$ cat src/rtl/cache_defs.svh
`ifndef CACHE_DEFS_SVH
`define CACHE_DEFS_SVH

// address and data widths
`define ADDR_W 16
`define WORD_W 32

// geometry
`define WORDS_PER_LINE 4
`define LINE_W 128
`define SETS 16
`define WAYS 2

// address split, tag | index | word | byte
`define INDEX_W 4
`define WORD_OFF_W 2
`define BYTE_OFF_W 2
`define TAG_W 8

// line view of the same address
`define LINE_NUM_W 12
`define LINE_OFF_W 4

`endif

$ cat src/rtl/cacheAddrPkg.sv
`default_nettype none

`include "cache_defs.svh"

package cacheAddrPkg;

	// one byte address, read per field or per line
	typedef union packed {
		struct packed {
			logic [`TAG_W-1:0] tag;
			logic [`INDEX_W-1:0] index;
			logic [`WORD_OFF_W-1:0] wordOff;
			logic [`BYTE_OFF_W-1:0] byteOff;
		} fields;
		struct packed {
			logic [`LINE_NUM_W-1:0] lineNum; // memory line number
			logic [`LINE_OFF_W-1:0] lineOff;
		} line;
	} cacheAddr_u;

endpackage

`default_nettype wire

$ cat src/rtl/cacheRequestLatch.sv
`timescale 1ns/100ps
`default_nettype none

`include "cache_defs.svh"

module cacheRequestLatch import cacheAddrPkg::*; (
	input logic clk,
	input logic reset,
	input logic reqValid,
	input logic reqWrite,
	input logic [`ADDR_W-1:0] reqAddr,
	input logic [`WORD_W-1:0] reqWdata,
	input logic rspValid,
	output logic reqReady,
	output logic pending,
	output logic curWrite,
	output cacheAddr_u curAddr,
	output logic [`WORD_W-1:0] curWdata
);

	logic accept;
	cacheAddr_u reqDecoded;

	assign reqReady = !pending; // one request in flight
	assign accept = reqValid && reqReady;

	// word accesses only, byte offset dropped
	always_comb begin
		reqDecoded = reqAddr;
		reqDecoded.fields.byteOff = '0;
	end

	always_ff @(posedge clk) begin
		if (reset) begin
			pending <= 1'b0;
		end else if (accept) begin
			pending <= 1'b1;
		end else if (rspValid) begin
			pending <= 1'b0; // released as the response leaves
		end
	end

	// held stable for the whole miss sequence
	always_ff @(posedge clk) begin
		if (accept) begin
			curWrite <= reqWrite;
			curAddr <= reqDecoded;
			curWdata <= reqWdata;
		end
	end

endmodule

`default_nettype wire

$ cat src/rtl/cacheWay.sv
`timescale 1ns/100ps
`default_nettype none

`include "cache_defs.svh"

module cacheWay import cacheAddrPkg::*; (
	input logic clk,
	input logic reset,
	input cacheAddr_u curAddr,
	input logic [`WORD_W-1:0] curWdata,
	input logic wordWrite,
	input logic lineFill,
	input logic makeClean,
	input logic [`LINE_W-1:0] fillLine,
	output logic hit,
	output logic valid,
	output logic dirty,
	output logic [`TAG_W-1:0] wayTag,
	output logic [`LINE_W-1:0] wayLine
);

	logic [`TAG_W-1:0] tagMem [`SETS];
	logic [`LINE_W-1:0] dataMem [`SETS];
	logic [`SETS-1:0] validBits;
	logic [`SETS-1:0] dirtyBits;
	logic [`INDEX_W-1:0] index;

	// --------------------------------------------------
	// lookup at the held index

	assign index = curAddr.fields.index;
	assign valid = validBits[index];
	assign dirty = dirtyBits[index];
	assign wayTag = tagMem[index];
	assign wayLine = dataMem[index];
	assign hit = valid && (wayTag == curAddr.fields.tag);

	// --------------------------------------------------
	// line state

	always_ff @(posedge clk) begin
		if (reset) begin
			validBits <= '0;
			dirtyBits <= '0;
		end else begin
			if (lineFill) begin
				validBits[index] <= 1'b1;
				dirtyBits[index] <= 1'b0; // fresh from memory
			end else if (wordWrite) begin
				dirtyBits[index] <= 1'b1;
			end else if (makeClean) begin
				dirtyBits[index] <= 1'b0; // victim written back
			end
		end
	end

	// --------------------------------------------------
	// tags and data

	always_ff @(posedge clk) begin
		if (lineFill) begin
			tagMem[index] <= curAddr.fields.tag;
			dataMem[index] <= fillLine;
		end else if (wordWrite) begin
			dataMem[index][curAddr.fields.wordOff*`WORD_W +: `WORD_W] <= curWdata;
		end
	end

	// the controller never fills and writes one way in the same cycle
	strobeExclusive: assert property (
		@(posedge clk) disable iff (reset)
		!(wordWrite && lineFill)
	) else $error("cacheWay: wordWrite and lineFill together");

	// a store only lands on a line that holds the requested address
	writeOnHit: assert property (
		@(posedge clk) disable iff (reset)
		wordWrite |-> hit
	) else $error("cacheWay: wordWrite without a hit");

	// cleaning is only asked for a dirty resident line
	cleanOnDirty: assert property (
		@(posedge clk) disable iff (reset)
		makeClean |-> (valid && dirty)
	) else $error("cacheWay: makeClean on a clean or invalid line");

endmodule

`default_nettype wire

$ cat src/rtl/cacheController.sv
`timescale 1ns/100ps
`default_nettype none

`include "cache_defs.svh"

module cacheController import cacheAddrPkg::*; (
	input logic clk,
	input logic reset,
	input logic pending,
	input logic curWrite,
	input cacheAddr_u curAddr,
	input logic [`WAYS-1:0] hit,
	input logic [`WAYS-1:0] valid,
	input logic [`WAYS-1:0] dirty,
	input logic [`TAG_W-1:0] wayTag [`WAYS],
	input logic [`LINE_W-1:0] wayLine [`WAYS],
	input logic [`LINE_W-1:0] fillLine,
	input logic fillDone,
	input logic wbDone,
	output logic [`WAYS-1:0] wordWrite,
	output logic [`WAYS-1:0] lineFill,
	output logic [`WAYS-1:0] makeClean,
	output logic rspValid,
	output logic [`WORD_W-1:0] rspRdata,
	output logic rspHit,
	output logic fillReq,
	output logic [`ADDR_W-1:0] fillAddr,
	output logic wbReq,
	output logic [`ADDR_W-1:0] wbAddr,
	output logic [`LINE_W-1:0] wbLine
);

	localparam logic [1:0] stateLookup = 2'd0;
	localparam logic [1:0] stateWriteBack = 2'd1;
	localparam logic [1:0] stateFill = 2'd2;
	localparam logic [1:0] stateRespond = 2'd3;

	logic [1:0] state;
	logic [1:0] nextState;
	logic [`SETS-1:0] lruBits; // per set, the least recent way
	logic missed;
	logic victim;
	logic victimPick;
	logic hitWay;
	logic anyHit;
	logic [`INDEX_W-1:0] index;
	logic [`WORD_W-1:0] hitWord;
	logic [`WORD_W-1:0] rdataQ;
	cacheAddr_u victimAddr;

	assign index = curAddr.fields.index;
	assign anyHit = |hit;
	assign hitWay = hit[1]; // at most one way hits
	assign hitWord = wayLine[hitWay][curAddr.fields.wordOff*`WORD_W +: `WORD_W];

	// --------------------------------------------------
	// victim selection and memory addresses

	// empty way first, way 0 before way 1
	always_comb begin
		if (!valid[0]) begin
			victimPick = 1'b0;
		end else if (!valid[1]) begin
			victimPick = 1'b1;
		end else begin
			victimPick = lruBits[index];
		end
	end

	// victim address = its own tag at the current index
	always_comb begin
		victimAddr = curAddr;
		victimAddr.fields.tag = wayTag[victim];
	end

	assign fillAddr = {curAddr.line.lineNum, {`LINE_OFF_W{1'b0}}};
	assign wbAddr = {victimAddr.line.lineNum, {`LINE_OFF_W{1'b0}}};
	assign wbLine = wayLine[victim]; // index is held, line stays put

	assign fillReq = (state == stateFill);
	assign wbReq = (state == stateWriteBack);
	assign rspValid = (state == stateRespond);
	assign rspHit = !missed;
	assign rspRdata = rdataQ;

	// --------------------------------------------------
	// way strobes

	always_comb begin
		wordWrite = '0;
		lineFill = '0;
		makeClean = '0;
		case (state)
			stateLookup: begin
				if (pending && anyHit && curWrite) begin
					wordWrite[hitWay] = 1'b1;
				end
			end
			stateWriteBack: begin
				if (wbDone) begin
					makeClean[victim] = 1'b1;
				end
			end
			stateFill: begin
				if (fillDone) begin
					lineFill[victim] = 1'b1;
				end
			end
			default: begin
			end
		endcase
	end

	// --------------------------------------------------
	// FSM

	always_comb begin
		nextState = state;
		case (state)
			stateLookup: begin
				if (pending) begin
					if (anyHit) begin
						nextState = stateRespond;
					end else if (valid[victimPick] && dirty[victimPick]) begin
						nextState = stateWriteBack; // flush before replacing
					end else begin
						nextState = stateFill;
					end
				end
			end
			stateWriteBack: begin
				if (wbDone) begin
					nextState = stateFill;
				end
			end
			stateFill: begin
				if (fillDone) begin
					nextState = stateLookup; // look again, now hits
				end
			end
			default: begin
				nextState = stateLookup;
			end
		endcase
	end

	always_ff @(posedge clk) begin
		if (reset) begin
			state <= stateLookup;
			lruBits <= '0;
			missed <= 1'b0;
			victim <= 1'b0;
		end else begin
			state <= nextState;
			if (state == stateLookup && pending) begin
				if (anyHit) begin
					lruBits[index] <= !hitWay; // other way becomes least recent
				end else begin
					missed <= 1'b1;
					victim <= victimPick;
				end
			end
			if (state == stateRespond) begin
				missed <= 1'b0;
			end
		end
	end

	// read word, zero for stores
	always_ff @(posedge clk) begin
		if (state == stateLookup && pending && anyHit) begin
			rdataQ <= curWrite ? '0 : hitWord;
		end
	end

	// --------------------------------------------------
	// checks

	memReqExclusive: assert property (
		@(posedge clk) disable iff (reset)
		!(fillReq && wbReq)
	) else $error("cacheController: fillReq and wbReq together");

	singleHit: assert property (
		@(posedge clk) disable iff (reset)
		$onehot0(hit)
	) else $error("cacheController: more than one way hits");

	// memory must hand over a defined line with its done pulse
	fillLineKnown: assert property (
		@(posedge clk) disable iff (reset)
		(fillReq && fillDone) |-> !$isunknown(fillLine)
	) else $error("cacheController: fillLine unknown at fillDone");

endmodule

`default_nettype wire

$ cat src/rtl/cacheTop.sv
`timescale 1ns/100ps
`default_nettype none

`include "cache_defs.svh"

module cacheTop import cacheAddrPkg::*; (
	input logic clk,
	input logic reset,
	input logic reqValid,
	input logic reqWrite,
	input logic [`ADDR_W-1:0] reqAddr,
	input logic [`WORD_W-1:0] reqWdata,
	output logic reqReady,
	output logic rspValid,
	output logic [`WORD_W-1:0] rspRdata,
	output logic rspHit,
	output logic fillReq,
	output logic [`ADDR_W-1:0] fillAddr,
	input logic fillDone,
	input logic [`LINE_W-1:0] fillLine,
	output logic wbReq,
	output logic [`ADDR_W-1:0] wbAddr,
	output logic [`LINE_W-1:0] wbLine,
	input logic wbDone
);

	logic pending;
	logic curWrite;
	cacheAddr_u curAddr;
	logic [`WORD_W-1:0] curWdata;
	logic [`WAYS-1:0] hit;
	logic [`WAYS-1:0] valid;
	logic [`WAYS-1:0] dirty;
	logic [`WAYS-1:0] wordWrite;
	logic [`WAYS-1:0] lineFill;
	logic [`WAYS-1:0] makeClean;
	logic [`TAG_W-1:0] wayTag [`WAYS];
	logic [`LINE_W-1:0] wayLine [`WAYS];

	cacheRequestLatch latch (
		.clk(clk), .reset(reset),
		.reqValid(reqValid), .reqWrite(reqWrite), .reqAddr(reqAddr), .reqWdata(reqWdata),
		.rspValid(rspValid),
		.reqReady(reqReady), .pending(pending), .curWrite(curWrite),
		.curAddr(curAddr), .curWdata(curWdata)
	);

	for (genvar g = 0; g < `WAYS; g++) begin : gWay
		cacheWay way (
			.clk(clk), .reset(reset),
			.curAddr(curAddr), .curWdata(curWdata),
			.wordWrite(wordWrite[g]), .lineFill(lineFill[g]), .makeClean(makeClean[g]),
			.fillLine(fillLine),
			.hit(hit[g]), .valid(valid[g]), .dirty(dirty[g]),
			.wayTag(wayTag[g]), .wayLine(wayLine[g])
		);
	end

	cacheController ctrl (
		.clk(clk), .reset(reset),
		.pending(pending), .curWrite(curWrite), .curAddr(curAddr),
		.hit(hit), .valid(valid), .dirty(dirty), .wayTag(wayTag), .wayLine(wayLine),
		.fillLine(fillLine), .fillDone(fillDone), .wbDone(wbDone),
		.wordWrite(wordWrite), .lineFill(lineFill), .makeClean(makeClean),
		.rspValid(rspValid), .rspRdata(rspRdata), .rspHit(rspHit),
		.fillReq(fillReq), .fillAddr(fillAddr),
		.wbReq(wbReq), .wbAddr(wbAddr), .wbLine(wbLine)
	);

endmodule

`default_nettype wire

$ cat config.mk
export PLATFORM = sky130hd
export DESIGN_NAME = cacheTop
export DESIGN_NICKNAME = d
export VERILOG_FILES = /design/src/rtl/cacheAddrPkg.sv /design/src/rtl/cacheRequestLatch.sv /design/src/rtl/cacheWay.sv /design/src/rtl/cacheController.sv /design/src/rtl/cacheTop.sv
export VERILOG_INCLUDE_DIRS = /design/src /design/src/rtl
export SDC_FILE = /design/constraint.sdc
export NUM_CORES = 2
export LEC_CHECK = 0
export BUFFER_PORTS_ARGS = -buffer_cell sky130_fd_sc_hd__buf_2
export CORE_AREA = 8 8 572 574
export DETAILED_ROUTE_END_ITERATION = 12
export DIE_AREA = 0 0 580 582
export GPL_ROUTABILITY_DRIVEN = 0
export PLACE_DENSITY = 0.77
export SETUP_SLACK_MARGIN = 0.1
export SLEW_MARGIN = 20
export SYNTH_ARGS = -nofsm -noshare
export SYNTH_HDL_FRONTEND = slang
export SYNTH_HIERARCHICAL = 1
export SYNTH_MEMORY_MAX_BITS = 65536
export SYNTH_SLANG_ARGS = --single-unit
export TNS_END_PERCENT = 10
$ cat constraint.sdc
create_clock -name clk -period 5.8 [get_ports clk]
set_clock_uncertainty 0.1 [all_clocks]
set_input_delay 0.87 -clock clk [delete_from_list [all_inputs] [get_ports clk]]
set_output_delay 0.87 -clock clk [all_outputs]
set_load 0.01 [all_outputs]
* After elaboration in Yosys (flattened, before gate mapping) *
Memory sizes are Yosys's and may differ from the RTL's. A register that Yosys moved wholly into a read port is not among the register bits.
Cells that the tools add are included.

word-level totals
  register bits = 164
  RAM bits = 4,352
  input bits = 182
  output and inout port bits = 197
  word-level logic and storage cells = 649
  memories = 4

cells by class
  $add $sub $neg = 1
  order comparisons = 9
  equal/unequal tests = 8
  shifts and indexed selects = 3
  mux-type cells = 322
  bitwise gates (word level) = 266
  reduce and logical (&&, ||, !) cells = 23

memories
  memory               words  width  read ports  clocked after memory_dff  write ports  RTL line        text
  gWay[0].way.dataMem  16     128    1           1                         1            cacheWay.sv:23  logic [`LINE_W-1:0] dataMem [`SETS];
  gWay[1].way.dataMem  16     128    1           1                         1            cacheWay.sv:23
  gWay[0].way.tagMem   16     8      1           1                         1            cacheWay.sv:22  logic [`TAG_W-1:0] tagMem [`SETS];
  gWay[1].way.tagMem   16     8      1           1                         1            cacheWay.sv:22

operators by type and width
  operator                     number
  $mux W128                    8
  $mux W1                      280
  $or A1 B1 Y1                 256
  $shift A32 B34 Y128 const A  1
  $shiftx A128 B8 Y32          1
  $shiftx A32 B34 Y128         1
  $mux W16                     6
  $or A16 B16 Y16              4
  $neg A7 Y34                  1
  $and A16 B16 Y16             2
  $mux W8                      3
  $mux W2                      11
  $bmux W1 S4                  5
  $bwmux W16                   1
  $eq A8 B8 Y1                 2
  $mux W4                      4
  $not A16 Y16                 1
  $logic_and A1 B1 Y1          11
  $lt A1 B2 Y1 const B         3
  $pmux W2 S3                  1
  $reduce_bool A3 Y1           2
  $lt A4 B5 Y1 const B         1
  $demux W1 S4                 1
  $eq A2 B2 Y1 const B         2
  other kinds (15)             24

* Logic depth before layout (Yosys ltp) *
  depth in word-level cells = 13
  gate-level depth with buffers = 21
  gate-level depth less buffers = 14

* Modules after synthesis *
Netlist, hierarchy kept.

modules (own cells, without submodules)
  module                   instances  cells each  area an instance (um^2)  seq. area each (um^2)
  cacheWay at gWay[0].way  1          3,509       84,775.1                 65,983.3
  cacheWay at gWay[1].way  1          3,495       84,763.8                 65,983.3
  cacheController          1          506         5,924.4                  1,361.3
  cacheRequestLatch        1          55          1,473.9                  1,431.4

* Worst setup path after synthesis *
OpenSTA, ideal clock, no wires.

  kind = register -> register
  start = register latch/curAddr[7] (netlist bit)
  end = memory gWay[1].way/dataMem[13][100] (netlist bit), enable pin
  library setup time = 421 ps
  data arrival time = 5,789 ps
  required time = 5,279 ps
  slack = -510 ps
  stages on the path, launching flop included = 16
  buffers on the path = 4
  clock period less this slack = 6,310 ps
  cell sequence = edfxtp_1 clkbuf_1 buf_2 mux4_2 mux4_2 xor2_1 nand4b_4 a2111oi_4 or2_1 buf_2 and2_1 nand2_1 nor2_1 a21oi_1 clkbuf_1 nor2_1

between the ends
  longest elaborated chain between the ends = 13
  elaborated cells between the ends (all ways) = 20
  those cells by class = order compare (2); mux (11); bitwise (1); reduce/logical (6)

ends and longest elaborated chain
  what                                                                       RTL line                 text
  start, declared                                                            cacheRequestLatch.sv:17  output cacheAddr_u curAddr,
  start signal, assigned                                                     cacheRequestLatch.sv:47  curAddr <= reqDecoded;
  $bmux W1 S4 (*)                                                            cacheWay.sv:32           assign valid = validBits[index];
  $mux W1 (implied by the code) (*)                                          cacheWay.sv:32
  $logic_and A1 B1 Y1 (*)                                                    cacheWay.sv:36           assign hit = valid && (wayTag == curAddr.fields.tag);
  via hit[1]                                                                 cacheTop.sv:31           logic [`WAYS-1:0] hit;
  $lt A1 B2 Y1 (implied by the code) / $ge A1 B1 Y1 (equally long branches)  cacheController.sv:96    wordWrite[hitWay] = 1'b1;
  $logic_and A1 B1 Y1 (implied by the code)                                  cacheController.sv:96
  $mux W1 (implied by the code)                                              cacheController.sv:96
  $demux W1 S1                                                               --
  $mux W2 (*)                                                                cacheController.sv:95    if (pending && anyHit && curWrite) begin
  $mux W2 (*)                                                                cacheController.sv:93    case (state)
  via wordWrite[1]                                                           cacheTop.sv:34           logic [`WAYS-1:0] wordWrite;
  $mux W1 (*)                                                                cacheWay.sv:64           end else if (wordWrite) begin
  $mux W1 (*)                                                                cacheWay.sv:61           if (lineFill) begin
  $mux W128 (*)                                                              cacheWay.sv:65           dataMem[index][curAddr.fields.wordOff*`WORD_W +: `WORD_W] <= curWdata;
  $or A1 B1 Y1 (no line) (*)                                                 --
  end, declared                                                              cacheWay.sv:23

Mark *: on every way through the listed nets, which the timed path passes. The rest lies on a longest branch. The select of a mux whose other input is x is not followed.

==> out/metrics.yaml <==
vias_per_cell: 7.21
startpoint_type: "register"
nNetsFinal: 8615
crit_path_end_kind: "primary output"
post-route-util_pct: 64.0
initial_core_util_pct: 55.5
ant_nets: 0
grt_overflow: 0
core_um2: 319000
cts_tree: "done"
syn_inst: 7562
cts.reportedPaths.clkPinSlew_ns: 0.06
status: "finished, violations left"
dp_hpwl_mm: 305
post-route-period-util_pct: 101
clockRootBuffer: "clkbuf_16"
drtIter0Drc: 16300
drt_pass1_iterations: 8
portBuffers: 368
syn_area_per_cell_um2: 23.4
layout_common_cells: "edfxtp_1 (4431), mux4_2 (1413), clkbuf_16 (429)"
pwr_density_cell_nw_per_um2: 335
criticalPathCategory: "reg -> out"
layout_commonest_cell: "edfxtp_1"
rows: 208
wl_mm: 562
dieWidth_um: 580
final_max_slew_viol_count: 0
die_area_um2: 338000
vias: 94300
fmax_ghz: 0.171
path_max_fanout: 153
synth-warning-count: 6
fillers: 19200
rsz0062_at_grt: "yes"
grt_usage_pct: 32.5
h-tree-depth: 5
grt_max_degree: 154
cp.arrival_ns: 4.87
period_minus_slack_ns: 5.84
hp-class: "in -> reg"
relSlewSlack_pct: 18.6
clock_path_buffers: 4
wl_per_cell_um: 42.9
layout-drive-gt1-share_pct: 36.9
tightest_slew_ns: 1.22
clock_sinks: 4516
cts_buffers: 424
synthToLayoutAreaGrowth_pct: 15.4
die_h_um: 582
grt_pass1_vias: 93200
fin_ws_ns: -0.0375
peakVddDrop_uv: 298
grt_pass1_wl_mm: 760
route.detailed.drc: 0
clk_latency_ns: 0.98
setup_viol_count_final: 4
drv_cap: 0
ioPinCount: 379
antenna_found_initial: 86
hold_viol: 0
netlist_area_um2: 177000
place_ws_ns: -0.0387
required_ns: 4.83
p_leak_nw: 64.3
violations: "setup timing"
[through the flow]
stage | hold WS (ns) | TNS, ns | total power [mW] | cells | cell area, µm²
3_3_place_gp | 0.349 | 0 | 40.7 | 12100 | 189000
2_1_floorplan | 0.335 | 0 | 38.9 | 7569 | 177000
6_report | 0.114 | -0.0797 | 68.4 | 13100 | 204000
4_1_cts | 0.0687 | 0 | 68.1 | 13000 | 204000
3_5_place_dp | 0.354 | -1.06 | 40.8 | 12100 | 189000
5_1_grt | 0.128 | -0.0370 | 69.5 | 13000 | 204000
[what timing repair did]
item,CTS,global route
hold buffers,47,0
endpoints found under the setup margin,1936,2307
buffers inserted,1,1
endpoints found under the hold margin,47,0
gates cloned,9,1
resized for setup,49,68
[final cells by class]
| type | instances | area [µm²] | area share [%] |
|---|---|---|---|
| diodes | 102 | 255 | 0.125 |
| inverters | 13 | 48.8 | 0.0239 |
| multi-input cells | 2567 | 41300 | 20.2 |
| clock buffers | 512 | 11000 | 5.40 |
| well taps | 4200 | 5260 | 2.57 |
| flip-flops and latches | 4516 | 135000 | 66.0 |
| repair buffers | 901 | 8860 | 4.34 |
| clock inverters | 267 | 2670 | 1.31 |
[flip-flops by register name, summed over array words and instances, names as in the netlist, named ones only]
name / cells
gWay.way/validBits: 32
gWay.way/dataMem: 4096
ctrl/rspRdata: 32
latch/curAddr: 14
ctrl/victim: 1
latch/curWrite: 1
latch/curWdata: 32
ctrl/state: 2
ctrl/missed: 1
latch/pending: 1
gWay.way/tagMem: 256
ctrl/lruBits: 16
[report_power, final]
| group | internal, mW | total, mW | switching, mW |
|---|---|---|---|
| Sequential | 35.9 | 35.9 | 0.0509 |
| Combinational | 1.67 | 4.53 | 2.86 |
| Clock | 15.6 | 27.9 | 12.4 |
| Total | 53.1 | 68.4 | 15.3 |
[worst paths after layout]
kind	depth (start not counted)	slack, ns	endpoint	from
setup / recovery	7	-0.04	wbLine[41]	latch/curAddr[5]
setup reg to reg	17	0.11	gWay[0].way/dataMem[8][75]	latch/curAddr[4]
hold / removal	3	0.11	latch/pending	reqValid
hold reg to reg	2	0.37	gWay[0].way/validBits[10]	gWay[0].way/validBits[10]
[layer usage]
metal  GRT usage (%)  vias to the layer above  share of wire [%]
met5               0                        -              0.042
met4            28.3                       30                 10
met3            9.69                     2015                 15
met2            48.9                     8969                 46
met1            38.6                    48900                 30
li1                -                    34400                  -
[worst max-delay path: stages (launching register included)]
cell,delay (ns)
edfxtp_1,0.45
clkbuf_16,0.33
buf_16,0.39
buf_16,0.57
mux4_2,0.44
mux4_2,0.67
mux2_2,0.38
buf_2,0.16
(Power assumes the default switching activity.)
